--- src/logic/oven_defs.svh ---
`ifndef OVEN_DEFS_SVH
`define OVEN_DEFS_SVH

// Display and keypad sizes
`define OVEN_DIGITS 4
`define KEY_COUNT 10
`define RECIPE_COUNT 4

// Time-of-day clock limits
`define SECONDS_PER_MINUTE 60
`define HOUR_LIMIT 23

// Recipe n (from 0) cooks for n plus this many minutes
`define RECIPE_MINUTES_BASE 1

// Key beep length in clock cycles
`define BEEP_CYCLES 4

// Done phase length in second ticks
`define DONE_SECONDS 3

`endif

--- src/logic/ovenPkg.sv ---
package ovenPkg;

    // One decimal display digit
    typedef logic [3:0] bcdDigit;

    // Controller phase
    // Entry accepts digits, ready holds a preset or a paused time
    typedef enum logic [2:0]
    {
        stIdle    = 3'd0,
        stEntry   = 3'd1,
        stReady   = 3'd2,
        stCooking = 3'd3,
        stDone    = 3'd4
    } ovenState;

endpackage

--- src/logic/keyInput.sv ---
`timescale 1ns/1ps
`include "oven_defs.svh"

module keyInput
(
    input  logic                        r,
    input  logic                        est2,
    input  logic [`KEY_COUNT-1:0]       numKey,
    input  logic                        startKey,
    input  logic                        cancelKey,
    input  logic [`RECIPE_COUNT-1:0]    recipeKey,
    output logic                        digitPress,
    output ovenPkg::bcdDigit            digitValue,
    output logic                        startPress,
    output logic                        cancelPress,
    output logic                        recipePress,
    output logic [1:0]                  recipeIndex
);

    logic [`KEY_COUNT-1:0]    numLast;
    logic [`RECIPE_COUNT-1:0] recipeLast;
    logic                     startLast;
    logic                     cancelLast;
    logic [`KEY_COUNT-1:0]    numRise;
    logic [`RECIPE_COUNT-1:0] recipeRise;
    ovenPkg::bcdDigit         digitCode;
    logic [1:0]               recipeCode;

    assign numRise    = numKey & ~numLast;
    assign recipeRise = recipeKey & ~recipeLast;

    // Scan from the top down so the lowest rising key is the one kept
    always_comb
    begin
        digitCode  = '0;
        recipeCode = '0;
        for (int i = `KEY_COUNT - 1; i >= 0; i--)
        begin
            if (numRise[i])
                digitCode = 4'(i);
        end
        for (int j = `RECIPE_COUNT - 1; j >= 0; j--)
        begin
            if (recipeRise[j])
                recipeCode = 2'(j);
        end
    end

    always_ff @(posedge r or posedge est2)
    begin
        if (est2)
        begin
            numLast     <= '0;
            recipeLast  <= '0;
            startLast   <= 1'b0;
            cancelLast  <= 1'b0;
            digitPress  <= 1'b0;
            startPress  <= 1'b0;
            cancelPress <= 1'b0;
            recipePress <= 1'b0;
        end
        else
        begin
            numLast     <= numKey;
            recipeLast  <= recipeKey;
            startLast   <= startKey;
            cancelLast  <= cancelKey;
            digitPress  <= |numRise;
            startPress  <= startKey & ~startLast;
            cancelPress <= cancelKey & ~cancelLast;
            recipePress <= |recipeRise;
        end
    end

    // Key codes are registered to line up with their strobes
    always_ff @(posedge r)
    begin
        digitValue  <= digitCode;
        recipeIndex <= recipeCode;
    end

endmodule

--- src/logic/ovenCtrl.sv ---
`timescale 1ns/1ps
`include "oven_defs.svh"

module ovenCtrl
(
    input  logic                r,
    input  logic                est2,
    input  logic                digitPress,
    input  ovenPkg::bcdDigit    digitValue,
    input  logic                startPress,
    input  logic                cancelPress,
    input  logic                recipePress,
    input  logic [1:0]          recipeIndex,
    input  logic                door,
    input  logic                secTick,
    input  logic                timeZero,
    output ovenPkg::ovenState   state,
    output logic                shiftDigit,
    output ovenPkg::bcdDigit    newDigit,
    output logic                loadRecipe,
    output logic [1:0]          recipeSel,
    output logic                clearTime,
    output logic                countDown,
    output logic                motor,
    output logic                heater,
    output logic                light,
    output logic                buzzer
);

    ovenPkg::ovenState stateNext;
    logic              shiftNext;
    logic              loadNext;
    logic              clearNext;
    logic              countNext;
    logic              keyAccepted;
    logic              startOk;
    logic [3:0]        doneCount;
    logic [2:0]        beepCount;

    // Start needs a closed door and something left to cook
    assign startOk = startPress & ~door & ~timeZero;

    always_comb
    begin
        stateNext   = state;
        shiftNext   = 1'b0;
        loadNext    = 1'b0;
        clearNext   = 1'b0;
        keyAccepted = 1'b0;
        case (state)
            ovenPkg::stIdle:
            begin
                if (digitPress)
                begin
                    // First digit replaces whatever time was left behind
                    clearNext   = 1'b1;
                    shiftNext   = 1'b1;
                    keyAccepted = 1'b1;
                    stateNext   = ovenPkg::stEntry;
                end
                else if (recipePress)
                begin
                    loadNext    = 1'b1;
                    keyAccepted = 1'b1;
                    stateNext   = ovenPkg::stReady;
                end
            end
            ovenPkg::stEntry, ovenPkg::stReady:
            begin
                if (cancelPress)
                begin
                    clearNext   = 1'b1;
                    keyAccepted = 1'b1;
                    stateNext   = ovenPkg::stIdle;
                end
                else if (startOk)
                begin
                    keyAccepted = 1'b1;
                    stateNext   = ovenPkg::stCooking;
                end
                else if (digitPress && state == ovenPkg::stEntry)
                begin
                    shiftNext   = 1'b1;
                    keyAccepted = 1'b1;
                end
            end
            ovenPkg::stCooking:
            begin
                // Pausing keeps the remaining time in the timer
                if (cancelPress || door)
                begin
                    keyAccepted = cancelPress;
                    stateNext   = ovenPkg::stReady;
                end
                else if (timeZero)
                    stateNext = ovenPkg::stDone;
            end
            ovenPkg::stDone:
            begin
                if (secTick && doneCount == 4'(`DONE_SECONDS - 1))
                begin
                    clearNext = 1'b1;
                    stateNext = ovenPkg::stIdle;
                end
            end
            default:
                stateNext = ovenPkg::stIdle;
        endcase
    end

    // Only count ticks that land while the oven stays in cooking
    assign countNext = secTick & (state == ovenPkg::stCooking) &
                       (stateNext == ovenPkg::stCooking);

    always_ff @(posedge r or posedge est2)
    begin
        if (est2)
        begin
            state      <= ovenPkg::stIdle;
            shiftDigit <= 1'b0;
            loadRecipe <= 1'b0;
            clearTime  <= 1'b0;
            countDown  <= 1'b0;
            motor      <= 1'b0;
            heater     <= 1'b0;
            doneCount  <= '0;
            beepCount  <= '0;
        end
        else
        begin
            state      <= stateNext;
            shiftDigit <= shiftNext;
            loadRecipe <= loadNext;
            clearTime  <= clearNext;
            countDown  <= countNext;
            motor      <= (stateNext == ovenPkg::stCooking);
            heater     <= (stateNext == ovenPkg::stCooking);
            if (state != ovenPkg::stDone)
                doneCount <= '0;
            else if (secTick)
                doneCount <= doneCount + 4'd1;
            if (keyAccepted)
                beepCount <= 3'(`BEEP_CYCLES);
            else if (beepCount != '0)
                beepCount <= beepCount - 3'd1;
        end
    end

    always_ff @(posedge r)
    begin
        newDigit  <= digitValue;
        recipeSel <= recipeIndex;
    end

    assign light  = door | motor;
    assign buzzer = (beepCount != '0) | (state == ovenPkg::stDone);

endmodule

--- src/logic/clockCounter.sv ---
`timescale 1ns/1ps
`include "oven_defs.svh"

module clockCounter
(
    input  logic                r,
    input  logic                est2,
    input  logic                secTick,
    output ovenPkg::bcdDigit    hourTens,
    output ovenPkg::bcdDigit    hourOnes,
    output ovenPkg::bcdDigit    minuteTens,
    output ovenPkg::bcdDigit    minuteOnes
);

    logic [5:0] secCount;
    logic       minuteStep;
    logic       lastHour;

    assign minuteStep = secTick && secCount == 6'(`SECONDS_PER_MINUTE - 1);
    assign lastHour   = hourTens == 4'(`HOUR_LIMIT / 10) &&
                        hourOnes == 4'(`HOUR_LIMIT % 10);

    always_ff @(posedge r or posedge est2)
    begin
        if (est2)
        begin
            secCount   <= '0;
            hourTens   <= '0;
            hourOnes   <= '0;
            minuteTens <= '0;
            minuteOnes <= '0;
        end
        else
        begin
            if (minuteStep)
                secCount <= '0;
            else if (secTick)
                secCount <= secCount + 6'd1;

            if (minuteStep)
            begin
                // Each digit rolls over only when all lower digits do
                if (minuteOnes != 4'd9)
                    minuteOnes <= minuteOnes + 4'd1;
                else
                begin
                    minuteOnes <= '0;
                    if (minuteTens != 4'd5)
                        minuteTens <= minuteTens + 4'd1;
                    else
                    begin
                        minuteTens <= '0;
                        if (lastHour)
                        begin
                            hourTens <= '0;
                            hourOnes <= '0;
                        end
                        else if (hourOnes == 4'd9)
                        begin
                            hourOnes <= '0;
                            hourTens <= hourTens + 4'd1;
                        end
                        else
                            hourOnes <= hourOnes + 4'd1;
                    end
                end
            end
        end
    end

endmodule

--- src/logic/cookTimer.sv ---
`timescale 1ns/1ps
`include "oven_defs.svh"

module cookTimer
(
    input  logic                                    r,
    input  logic                                    est2,
    input  logic                                    shiftDigit,
    input  ovenPkg::bcdDigit                        newDigit,
    input  logic                                    loadRecipe,
    input  logic [1:0]                              recipeSel,
    input  logic                                    clearTime,
    input  logic                                    countDown,
    output ovenPkg::bcdDigit [`OVEN_DIGITS-1:0]     timeDigits,
    output logic                                    timeZero
);

    ovenPkg::bcdDigit [`OVEN_DIGITS-1:0] decDigits;
    ovenPkg::bcdDigit                    presetMinutes;
    logic                                borrow;

    assign timeZero      = (timeDigits == '0);
    assign presetMinutes = 4'({2'b00, recipeSel}) + 4'(`RECIPE_MINUTES_BASE);

    // The four digits form one decimal number, so a zero digit borrows as 9
    always_comb
    begin
        borrow = 1'b1;
        for (int i = 0; i < `OVEN_DIGITS; i++)
        begin
            if (!borrow)
                decDigits[i] = timeDigits[i];
            else if (timeDigits[i] == 4'd0)
                decDigits[i] = 4'd9;
            else
            begin
                decDigits[i] = timeDigits[i] - 4'd1;
                borrow       = 1'b0;
            end
        end
    end

    always_ff @(posedge r or posedge est2)
    begin
        if (est2)
            timeDigits <= '0;
        else if (loadRecipe)
        begin
            // Presets are whole minutes in MM:SS form
            timeDigits    <= '0;
            timeDigits[2] <= presetMinutes;
        end
        else if (shiftDigit)
        begin
            if (clearTime)
                timeDigits <= {12'd0, newDigit};
            else
                timeDigits <= {timeDigits[`OVEN_DIGITS-2:0], newDigit};
        end
        else if (clearTime)
            timeDigits <= '0;
        else if (countDown && !timeZero)
            timeDigits <= decDigits;
    end

endmodule

--- src/logic/displaySelect.sv ---
`timescale 1ns/1ps

module displaySelect
(
    input  logic                        r,
    input  logic                        est2,
    input  ovenPkg::ovenState           state,
    input  logic                        secTick,
    input  ovenPkg::bcdDigit            hourTens,
    input  ovenPkg::bcdDigit            hourOnes,
    input  ovenPkg::bcdDigit            minuteTens,
    input  ovenPkg::bcdDigit            minuteOnes,
    input  ovenPkg::bcdDigit [3:0]      timeDigits,
    output ovenPkg::bcdDigit            digit3,
    output ovenPkg::bcdDigit            digit2,
    output ovenPkg::bcdDigit            digit1,
    output ovenPkg::bcdDigit            digit0,
    output logic [3:0]                  digitEnable
);

    logic showClock;

    assign showClock = (state == ovenPkg::stIdle);

    always_ff @(posedge r or posedge est2)
    begin
        if (est2)
        begin
            digit3      <= '0;
            digit2      <= '0;
            digit1      <= '0;
            digit0      <= '0;
            digitEnable <= 4'hF;
        end
        else
        begin
            digit3 <= showClock ? hourTens   : timeDigits[3];
            digit2 <= showClock ? hourOnes   : timeDigits[2];
            digit1 <= showClock ? minuteTens : timeDigits[1];
            digit0 <= showClock ? minuteOnes : timeDigits[0];
            // Whole display blinks once per tick while the food is ready
            if (state != ovenPkg::stDone)
                digitEnable <= 4'hF;
            else if (secTick)
                digitEnable <= ~digitEnable;
        end
    end

endmodule

--- src/logic/microwaveTop.sv ---
`timescale 1ns/1ps

module microwaveTop
(
    input  logic                r,
    input  logic                est2,
    input  logic [9:0]          numKey,
    input  logic                startKey,
    input  logic                cancelKey,
    input  logic [3:0]          recipeKey,
    input  logic                door,
    input  logic                secTick,
    output ovenPkg::bcdDigit    digit3,
    output ovenPkg::bcdDigit    digit2,
    output ovenPkg::bcdDigit    digit1,
    output ovenPkg::bcdDigit    digit0,
    output logic [3:0]          digitEnable,
    output logic                light,
    output logic                motor,
    output logic                heater,
    output logic                buzzer
);

    logic                   digitPress;
    ovenPkg::bcdDigit       digitValue;
    logic                   startPress;
    logic                   cancelPress;
    logic                   recipePress;
    logic [1:0]             recipeIndex;
    ovenPkg::ovenState      state;
    logic                   shiftDigit;
    ovenPkg::bcdDigit       newDigit;
    logic                   loadRecipe;
    logic [1:0]             recipeSel;
    logic                   clearTime;
    logic                   countDown;
    logic                   timeZero;
    ovenPkg::bcdDigit [3:0] timeDigits;
    ovenPkg::bcdDigit       hourTens;
    ovenPkg::bcdDigit       hourOnes;
    ovenPkg::bcdDigit       minuteTens;
    ovenPkg::bcdDigit       minuteOnes;

    keyInput keyInputInst
    (
        .r(r), .est2(est2), .numKey(numKey), .startKey(startKey),
        .cancelKey(cancelKey), .recipeKey(recipeKey),
        .digitPress(digitPress), .digitValue(digitValue), .startPress(startPress),
        .cancelPress(cancelPress), .recipePress(recipePress), .recipeIndex(recipeIndex)
    );

    ovenCtrl ovenCtrlInst
    (
        .r(r), .est2(est2), .digitPress(digitPress), .digitValue(digitValue),
        .startPress(startPress), .cancelPress(cancelPress), .recipePress(recipePress),
        .recipeIndex(recipeIndex), .door(door), .secTick(secTick), .timeZero(timeZero),
        .state(state), .shiftDigit(shiftDigit), .newDigit(newDigit),
        .loadRecipe(loadRecipe), .recipeSel(recipeSel), .clearTime(clearTime),
        .countDown(countDown), .motor(motor), .heater(heater), .light(light),
        .buzzer(buzzer)
    );

    clockCounter clockCounterInst
    (
        .r(r), .est2(est2), .secTick(secTick),
        .hourTens(hourTens), .hourOnes(hourOnes),
        .minuteTens(minuteTens), .minuteOnes(minuteOnes)
    );

    cookTimer cookTimerInst
    (
        .r(r), .est2(est2), .shiftDigit(shiftDigit), .newDigit(newDigit),
        .loadRecipe(loadRecipe), .recipeSel(recipeSel), .clearTime(clearTime),
        .countDown(countDown), .timeDigits(timeDigits), .timeZero(timeZero)
    );

    displaySelect displaySelectInst
    (
        .r(r), .est2(est2), .state(state), .secTick(secTick),
        .hourTens(hourTens), .hourOnes(hourOnes),
        .minuteTens(minuteTens), .minuteOnes(minuteOnes), .timeDigits(timeDigits),
        .digit3(digit3), .digit2(digit2), .digit1(digit1), .digit0(digit0),
        .digitEnable(digitEnable)
    );

endmodule

--- config.mk ---
export PLATFORM = sky130hd
export DESIGN_NAME = microwaveTop
export DESIGN_NICKNAME = d
export VERILOG_FILES = /design/src/logic/ovenPkg.sv /design/src/logic/keyInput.sv /design/src/logic/ovenCtrl.sv /design/src/logic/clockCounter.sv /design/src/logic/cookTimer.sv /design/src/logic/displaySelect.sv /design/src/logic/microwaveTop.sv
export VERILOG_INCLUDE_DIRS = /design/src /design/src/logic
export SDC_FILE = /design/constraint.sdc
export NUM_CORES = 1
export LEC_CHECK = 0
export BUFFER_PORTS_ARGS = -buffer_cell sky130_fd_sc_hd__buf_4
export CAP_MARGIN = 20
export CORE_ASPECT_RATIO = 1.2
export CORE_UTILIZATION = 40
export DETAILED_ROUTE_END_ITERATION = 8
export PLACE_DENSITY = 0.56
export REMOVE_ABC_BUFFERS = 1
export SLEW_MARGIN = 10
export SYNTH_ARGS = -nofsm -noshare
export SYNTH_HDL_FRONTEND = slang
export SYNTH_SLANG_ARGS = --single-unit
--- constraint.sdc ---
create_clock -name r -period 2.4 [get_ports r]
set_input_delay 0.12 -clock r [delete_from_list [all_inputs] [get_ports r]]
set_output_delay 0.12 -clock r [all_outputs]
set_load 0.005 [all_outputs]
==> summary.txt, run 1 <==
Setup path
  • CP startpoint kind: flip-flop
  • R2R setup slack: 0.25 ns
  • CP required: roughly 2.7 ns
  • FF-to-FF Start: cookTimerInst.timeDigits[4]
  • Crit Path Max Fanout: 6
  • CP endpoint: cookTimerInst.timeDigits[12]
  • R2R depth: 7
  • Largest stage delay, worst path: roughly 0.45 ns
  • Slowest cell on the critical path: or3_4
  • CP endpoint kind: flip-flop
  • CP Launch Point: cookTimerInst.timeDigits[4]
  • Crit-path cells: inv_1 > ha_1 > nor3b_4 > buf_4 > a41oi_4 > or3_4 > o22ai_1
  • Reg-to-Reg End: cookTimerInst.timeDigits[12]
  • Critical Path AT: approximately 2.4 ns
  • Setup Crit Path Kind: flip-flop to flip-flop

Power and ir drop
  • Max VDD drop: 0.000435 V
  • Combinational share of power: 0.342
  • Int Pwr: between 0.003 and 0.004 W
  • Switching Power: ~0.0021 W
  • Total power: 0.00599 W
  • Leakage power: 2.55 nW
  • Clock power share: 0.240
  • Power Dens Cells: 1030 nW/um^2
  • Sequential power share: 0.419
  • Sw Share: 0.344

Final layout
  • Area Growth Syn to Fin: 19.8%
  • Biggest regs: cookTimerInst.timeDigits x16, keyInputInst.numLast x10, clockCounterInst.secCount x6
  • Layout cells sized above 1: 0.169
  • Most flop-heavy register: cookTimerInst.timeDigits
  • Cell Count, Final, Fillers Out: 688
  • Ant diodes: 0
  • Max reg flops: 16
  • Final #Nets: 561

Die
  • Die X-Extent: around 100 um
  • Initial Utilization: 0.416
  • CORE AREA: 11,700 um^2
  • Core Rows: 43
  • Die area: 12,600 um^2
  • I/O Pins: 44
  • Die Height: about 120 um

Synth
  • Syn Std Cell Area: roughly 5000 um^2
  • Area leader, netlist: dfrtp_1
  • Syn. warnings: 0
  • Asr flop ratio synth: 0.886
  • Yosys top cell area share: 0.458
  • Number of enable flip-flop cells after synthesis: 0
  • Average cell area after synthesis: 10.4 um^2
  • Most common flop cell mapped by yosys: dfrtp_1
  • Yosys cell types: 67
  • Post-Syn Instances: approximately 470
  • Flops & latches, synth: about 110
  • Synth area leaders: dfrtp_1 (46%), dfxtp_1 (4.9%), ha_1 (3.9%)
  • Part of the Yosys area used for sequential elements: 0.529

Timing
  • RSZ-0062 raised after global routing: no
  • Rel. slew slack: 0.627
  • Worst-margin pin slew: approximately 0.56 ns
  • Slew Limit Fails: 0
  • Worst Skew: between 0.002 and 0.003 ns
  • Endpoints failing setup: 0
  • Final Cycle Share: 0.896
  • Final hold vios: 0
  • F_max: ~460 MHz
  • Final Critical Period: between 2 and 2.5 ns

Place
  • DP Cell Count: 655
  • Dpl hpwl: 6420 um
  • Final GP Congestion: 0.846
  • Number of port buffers: 43

Run
  • Max-cap viol count: 0

Clock tree
  • CTS H-tree lvls: 3
  • Clock Latency Late Sink: 0.35 ns
  • Worst-path clk slew: roughly 0.060 ns
  • Clock root cell: clkbuf_16
  • Clk sinks: about 110
  • Num CTS Buffers: 9
  • CTS tree: done
  • Post-CTS Setup Repair Bufs: 0
  • Max Root-Sink Buffers: 2

GRT
  • Largest net degree at the start of global routing: 63
  • Initial antenna violation count: 0
  • GR Overflow Total: 0
  • Vias in the first global route: 3,354
  • Total GRT Usage: 0.163
  • First-pass GRT wire length: 15,500 um

Route
  • Drt wl/cell: 13.2 um
  • Vias/cell: 5.05
  • DRC errors left: 0
  • Initial drt markers: 190
  • Antenna-violating nets left: 0
  • First-pass DRT Iterations: 4
  • DRT Wirelength: roughly 9100 um
  • Via Count: 3,473

Hold path
  • Worst hold path type: input pin to flip-flop
  • HP Start: door

Run status
  • Status: complete, no violations
[worst max-delay path, delay by kind of cell, from the launching register on]
kind | cells | cell delay [ns]
AOI/OAI and AO/OA | 2 | 0.33
buffers and inverters | 2 | 0.38
DFF | 1 | 0.41
and+or+nand+nor | 2 | 0.73
adders and majority gates | 1 | 0.20
[routing by layer]
metal	vias up	track usage	routed length [um]	part of all wire
li1	1741	-	-	-
met1	1669	0.206	4270	0.47
met2	54	0.260	4270	0.47
met3	9	0.0467	359	0.040
met4	0	0.0670	160	0.018
met5	-	0	0	0
[through the flow]
stage                     utilization  area [um^2]  setup slack (ns)  hold WS (ns)  TNS [ns]
after floorplan                     -         4790            -0.134         0.151    -12.14
after global placement          0.459         5360             0.341         0.196         0
after detailed placement        0.459         5360             0.255         0.199         0
after CTS                       0.499         5820             0.231         0.101         0
after global routing            0.499         5820            0.0984         0.122         0
final                           0.499         5820             0.249         0.113         0
[synthesized netlist by cell type, types with 3 or more instances]
cell and instances:
nor3_1 11, xnor2_1 11, nand3b_1 3, mux2i_1 4
o21ai_0 28, and2_1 3, mux2_1 4, a221oi_1 3
inv_1 28, nand2b_1 16, a22oi_1 3, o31ai_1 9
or2_2 3, nand3_1 13, nor2_1 38, xor2_1 5
ha_1 15, and3_1 5, nand2_1 44, o22ai_1 4
or3_1 3, dfstp_2 4, a211oi_1 5, dfxtp_1 12
nor2b_1 13, mux2_2 6, o21bai_1 5, clkbuf_1 10
a31oi_1 4, a21oi_1 16, dfrtp_1 89, a21o_1 3
a211oi_2 3
[cells in the final DEF, fill, tap and decap left out, drive strengths merged, types with 12 or more instances in the layout]
cell type / n
ha: 15
nand2b: 16
buf: 47
dlygate4sd3: 17
a21oi: 16
inv: 27
nor2b: 13
nand3: 14
dfxtp: 12
dfrtp: 89
o21ai: 29
nor2: 38
clkbuf: 13
nand2: 45
[power groups by stage]
stage | registers (W) | logic [W] | clock network (W)
4_1_cts | 0.00251 | 0.00207 | 0.00149
3_3_place_gp | 0.00253 | 0.00202 | 0
3_5_place_dp | 0.00255 | 0.00204 | 0
2_1_floorplan | 0.00250 | 0.00139 | 0
6_report | 0.00251 | 0.00205 | 0.00144
5_1_grt | 0.00257 | 0.00232 | 0.00156
[logic make-up (layout without fill, tap and decap cells)]
logic type	after synthesis	after routing	share of synthesized area
simple gates	172	172	0.189
compound gates	100	100	0.145
fa+ha+maj	16	16	0.0407
mux	14	14	0.0314
buf+inv	43	108	0.0353
xor+xnor	16	16	0.0288
flops	105	105	0.529
[final cells by class]
cell class,instances,area [um^2]
fillers,1106,5850
flip-flops and latches,105,2570
multi-input cells,318,2120
repair buffers,64,536
clock buffers,13,250
well taps,157,196
inverters,28,106
clock inverters,3,40.0
[how the worst min path moves through the flow]
stage | slack (ns) | cells after the start | end
after floorplan | 0.15 | 0 | keyInputInst.cancelLast
after global placement | 0.20 | 2 | clockCounterInst.secCount[5]
after detailed placement | 0.20 | 2 | clockCounterInst.secCount[5]
after CTS | 0.10 | 3 | ovenCtrlInst.state[1]
after global routing | 0.12 | 2 | ovenCtrlInst.doneCount[1]
final | 0.11 | 3 | ovenCtrlInst.state[1]
[what timing repair did]
| item | CTS | global route |
|---|---|---|
| gates resized for setup | 0 | 0 |
| hold buffers | 17 | 0 |
| hold endpoints to repair | 47 | 0 |
Power figures use the tool's default switching activity.
==> run 2: changes to the inputs <==
CORE_UTILIZATION = 25   (was 40)
PLACE_DENSITY = 0.38   (was 0.56)
==> summary.txt, run 2 (synthesized netlist as in run 1, its figures left out) <==
Timing
  • Endpoints failing setup: 0
  • Post-route setup TNS: 0 ns
  • Worst-margin pin slew: 0.460 ns
  • Final Critical Period: 2.18 ns
  • F_max: about 460 MHz
  • Final Cycle Share: 0.907
  • Final hold vios: 0
  • RSZ-0062 raised after global routing: no
  • Slew Limit Fails: 0
  • Rel. slew slack: 0.691
  • Worst Skew: between 0.01 and 0.015 ns

Clock tree
  • CTS H-tree lvls: 3
  • Clock Latency Late Sink: between 0.3 and 0.4 ns
  • Num CTS Buffers: 9
  • Clk sinks: ~110
  • Worst-path clk slew: ~0.070 ns
  • Clock root cell: clkbuf_16
  • CTS tree: done
  • Max Root-Sink Buffers: 2
  • Post-CTS sizing: 0

GRT
  • Initial antenna violation count: 0
  • Largest net degree at the start of global routing: between 40 and 50
  • First-pass GRT wire length: 17,500 um
  • Total GRT Usage: 0.114
  • Vias in the first global route: about 3,500
  • GR Overflow Total: 0

Route
  • DRT Wirelength: roughly 10,000 um
  • Via Count: around 3,500
  • First-pass DRT Iterations: 4
  • Antenna-violating nets left: 0
  • Vias/cell: about 4.4
  • Initial drt markers: between 100 and 150
  • Drt wl/cell: roughly 13 um
  • DRC errors left: 0

Final layout
  • Fillers: a little under 2,000
  • Final #Nets: roughly 560
  • Biggest regs: cookTimerInst.timeDigits x16, keyInputInst.numLast x10, clockCounterInst.secCount x6
  • Final instance area: between 5000 and 6000 um^2
  • Max reg flops: 16
  • Layout cells sized above 1: 0.174
  • Area Growth Syn to Fin: 22.9%
  • Layout Utilization: 0.316
  • Ant diodes: 0
  • Cell Count, Final, Fillers Out: 790
  • Most flop-heavy register: cookTimerInst.timeDigits
  • Most frequent cells in the layout: dfrtp_1 (89), buf_4 (49), nand2_1 (44)
  • Commonest non-fill, non-tap cell in the layout: dfrtp_1

Die
  • CORE AREA: between 15,000 and 20,000 um^2
  • Initial Utilization: 0.257
  • Die area: 20,000 um^2
  • Core Rows: 55
  • I/O Pins: 44
  • Die Height: between 150 and 200 um
  • Die X-Extent: ~130 um

Power and ir drop
  • Sw Share: 0.352
  • Int Pwr: approximately 0.004 W
  • Combinational share of power: 0.340
  • Max VDD drop: 0.000357 V
  • Sequential power share: 0.415
  • Leakage power: 2.56 nW
  • Clock power share: 0.245
  • Power Dens Cells: 1020 nW/um^2
  • Switching Power: about 0.0021 W

Setup path
  • Critical Path AT: 2.41 ns
  • Setup Crit Path Kind: flip-flop to flip-flop
  • CP startpoint kind: flip-flop
  • FF-to-FF Start: cookTimerInst.timeDigits[4]
  • Crit Path Max Fanout: 7
  • CP Launch Point: cookTimerInst.timeDigits[4]
  • CP required: roughly 2.6 ns
  • CP endpoint kind: flip-flop

Hold path
  • HP Start: secTick
  • Worst hold path type: input pin to flip-flop

Place
  • DP Cell Count: around 760
  • Dpl hpwl: between 7000 and 8000 um
  • Final GP Congestion: between 0.7 and 0.8
  • Number of port buffers: 43
  • Placed Area: 5510 um^2

Run status
  • Status: complete, no violations

Run
  • Max-cap viol count: 0
==> run 2: cell types whose count changed in the layout (fill, tap and decap cells not counted) <==
cell and delta:
inv_4 +1, clkinv_2 -2, buf_4 +3, clkinvlp_4 +1
==> run 2: stage by stage <==
step	total power (W)	hold slack [ns]	setup slack, ns
after floorplan	0.00389	0.151	-0.134
after global placement	0.00463	0.144	0.297
after detailed placement	0.00462	0.147	0.224
after CTS	0.00617	0.105	0.208
after global routing	0.00654	0.125	0.0618
final	0.00606	0.110	0.222
==> run 2: layout make-up <==
type / count / area [um^2] / area share
Multi-Input combinational cell: 318 / 2120 / 0.355
Tap cell: 256 / 320 / 0.0536
Clock inverter: 3 / 42.5 / 0.00712
Timing Repair Buffer: 67 / 558 / 0.0934
Sequential cell: 105 / 2570 / 0.431
Inverter: 28 / 108 / 0.0180
Clock buffer: 13 / 250 / 0.0419
==> run 2: worst paths after layout <==
path / cells past startpoint / end / slack [ns]
max: 6 / cookTimerInst.timeDigits[7] / 0.22
min: 2 / ovenCtrlInst.doneCount[1] / 0.11
max reg2reg: 6 / cookTimerInst.timeDigits[7] / 0.22
min reg2reg: 0 / ovenCtrlInst.newDigit[0] / 0.33
max in group asynchronous: 4 / displaySelectInst.digitEnable[2] / 1.34
min in group asynchronous: 3 / ovenCtrlInst.doneCount[1] / 0.30
==> run 2: power by group through the flow <==
| stage | Clock [W] | Sequential (W) | Combinational, W |
|---|---|---|---|
| 2_1_floorplan | 0 | 0.00250 | 0.00139 |
| 5_1_grt | 0.00162 | 0.00258 | 0.00233 |
| 3_3_place_gp | 0 | 0.00255 | 0.00208 |
| 6_report | 0.00149 | 0.00252 | 0.00206 |
| 3_5_place_dp | 0 | 0.00256 | 0.00206 |
| 4_1_cts | 0.00156 | 0.00252 | 0.00210 |
==> run 2: per-layer routing <==
| layer | track usage | vias up | wire (um) | share of wire |
|---|---|---|---|---|
| li1 | - | 1751 | - | - |
| met1 | 0.141 | 1683 | 4960 | 0.47 |
| met2 | 0.186 | 48 | 4990 | 0.48 |
| met3 | 0.0270 | 13 | 324 | 0.031 |
| met4 | 0.0527 | 0 | 201 | 0.019 |
| met5 | 0 | - | 0 | 0 |
==> run 2: worst max-delay path, cell delays in order (launching register included) <==
cell,delay [ns]
dfrtp_1,0.40
inv_1,0.17
ha_1,0.19
nor3b_4,0.40
nand3_1,0.14
a31oi_2,0.38
mux2_1,0.36
==> run 2: what timing repair did <==
item	CTS	global route
setup buffers	0	0
hold buffers	17	0
endpoints found under the hold margin	42	0
==> run 3: changes to the inputs <==
PLACE_DENSITY = 0.41   (was 0.38)
==> summary.txt, run 3 (synthesized netlist as in run 1, its figures left out) <==
Clock tree
  • Post-CTS sizing: 0
  • Worst-path clk slew: approximately 0.070 ns
  • Clk sinks: 105
  • Clock Latency Late Sink: about 0.35 ns
  • Num CTS Buffers: 9
  • Clock root cell: clkbuf_16
  • CTS tree: done
  • CTS H-tree lvls: 3
  • Post-CTS Setup Repair Bufs: 0
  • Max Root-Sink Buffers: 2
  • CTS Hold Bufs: 17

Final layout
  • Layout cells sized above 1: 0.173
  • Final #Nets: roughly 560
  • Ant diodes: 0
  • Biggest regs: cookTimerInst.timeDigits x16, keyInputInst.numLast x10, clockCounterInst.secCount x6
  • Final instance area: between 5000 and 6000 um^2
  • Area Growth Syn to Fin: 22.7%
  • Most flop-heavy register: cookTimerInst.timeDigits
  • Fillers: between 1,500 and 2,000
  • Max reg flops: 16
  • Commonest non-fill, non-tap cell in the layout: dfrtp_1
  • Most frequent cells in the layout: dfrtp_1 (89), buf_4 (47), nand2_1 (44)
  • Cell Count, Final, Fillers Out: roughly 790

Route
  • First-pass DRT Iterations: 4
  • Antenna-violating nets left: 0
  • DRT Wirelength: 9990 um
  • Drt wl/cell: 12.7 um
  • Initial drt markers: about 130
  • Via Count: 3,516
  • Vias/cell: 4.46
  • DRC errors left: 0

Setup path
  • R2R setup slack: about 0.20 ns
  • Crit-path cells: inv_1 > ha_1 > nor3b_2 > nand3_1 > a31oi_2 > mux2_1
  • CP endpoint kind: flip-flop
  • Slowest cell on the critical path: dfrtp_1
  • R2R depth: 6
  • Reg-to-Reg End: cookTimerInst.timeDigits[7]
  • CP endpoint: cookTimerInst.timeDigits[7]
  • CP Launch Point: cookTimerInst.timeDigits[8]
  • Setup Crit Path Kind: flip-flop to flip-flop
  • FF-to-FF Start: cookTimerInst.timeDigits[8]
  • CP required: 2.63 ns
  • Critical Path AT: ~2.4 ns
  • Crit Path Max Fanout: 6
  • CP startpoint kind: flip-flop
  • Largest stage delay, worst path: ~0.42 ns

Timing
  • Rel. slew slack: 0.630
  • RSZ-0062 raised after global routing: no
  • Final hold vios: 0
  • Endpoints failing setup: 0
  • Slew Limit Fails: 0
  • Worst-margin pin slew: about 0.56 ns
  • F_max: 455 MHz
  • Post-route setup TNS: 0 ns
  • Worst Skew: just under 0.01 ns
  • Final Cycle Share: 0.916
  • Final worst setup slack: a little over 0.2 ns
  • Final Critical Period: 2.20 ns

Place
  • Placed Area: approximately 5500 um^2
  • Dpl hpwl: around 7200 um
  • DP Cell Count: ~760
  • Pre-CTS WS: 0.235 ns
  • Number of port buffers: 43
  • Final GP Congestion: 0.803

GRT
  • Vias in the first global route: around 3,600
  • Total GRT Usage: 0.110
  • Initial antenna violation count: 0
  • Largest net degree at the start of global routing: between 40 and 50
  • First-pass GRT wire length: 17,000 um
  • GR Overflow Total: 0

Die
  • CORE AREA: ~19,000 um^2
  • Die area: ~20,000 um^2
  • I/O Pins: 44
  • Core Rows: 55
  • Die Height: 155 um
  • Die X-Extent: between 100 and 150 um
  • Initial Utilization: 0.257

Power and ir drop
  • Total power: around 0.0061 W
  • Power Dens Cells: approximately 1000 nW/um^2
  • Max VDD drop: between 0.0004 and 0.0005 V
  • Leakage power: ~2.6 nW

Hold path
  • HP Start: door
  • Worst hold path type: input pin to flip-flop

Run status
  • Status: complete, no violations

Run
  • Max-cap viol count: 0
run 3: changes by cell type in the layout (fill, tap and decap cells not counted):
cell      before  now
buf_4         49   47
clkbuf_1       3    2
inv_6          0    1
run 3: routing by layer:
layer / GRT usage / vias up / share of wire
li1: - / 1746 / -
met1: 0.130 / 1706 / 0.46
met2: 0.188 / 52 / 0.50
met3: 0.0235 / 12 / 0.026
met4: 0.0538 / 0 / 0.017
met5: 0 / - / 0
run 3: per-stage QoR:
stage	hold WS, ns	util
floorplan	0.151	-
global placement	0.227	0.290
detailed placement	0.232	0.290
CTS	0.0965	0.315
global route	0.120	0.315
finish	0.109	0.315
run 3: how the worst min path moves through the flow:
stage	end	slack, ns	depth (start not counted)
after global routing	ovenCtrlInst.state[1]	0.12	3
final	ovenCtrlInst.state[1]	0.11	3
after global placement	clockCounterInst.secCount[1]	0.23	2
after detailed placement	clockCounterInst.secCount[1]	0.23	2
after CTS	ovenCtrlInst.state[1]	0.1	3
after floorplan	keyInputInst.cancelLast	0.15	0
run 3: layout make-up:
cell class / count / area [um^2] / area share
clock buffer: 12 / 246 / 0.0413
clock inverter: 4 / 51.3 / 0.00860
inverter: 28 / 108 / 0.0180
multi-input combinational: 318 / 2120 / 0.356
sequential: 105 / 2570 / 0.431
tap: 256 / 320 / 0.0537
timing repair buffer: 65 / 543 / 0.0911
run 3: critical path: cells and delay by family, from the launching register on:
kind | cells | cell delay (ns)
and+or+nand+nor | 2 | 0.54
DFF | 1 | 0.42
AOI/OAI and AO/OA | 1 | 0.37
muxes | 1 | 0.37
adders and majority gates | 1 | 0.23
buffers and inverters | 1 | 0.14
run 3: power by group:
| group | internal (W) | switching, W | total (W) |
|---|---|---|---|
| sequential | 0.00214 | 0.000377 | 0.00252 |
| clock | 0.000841 | 0.000648 | 0.00149 |
| combinational | 0.000948 | 0.00110 | 0.00205 |
| total | 0.00393 | 0.00212 | 0.00605 |
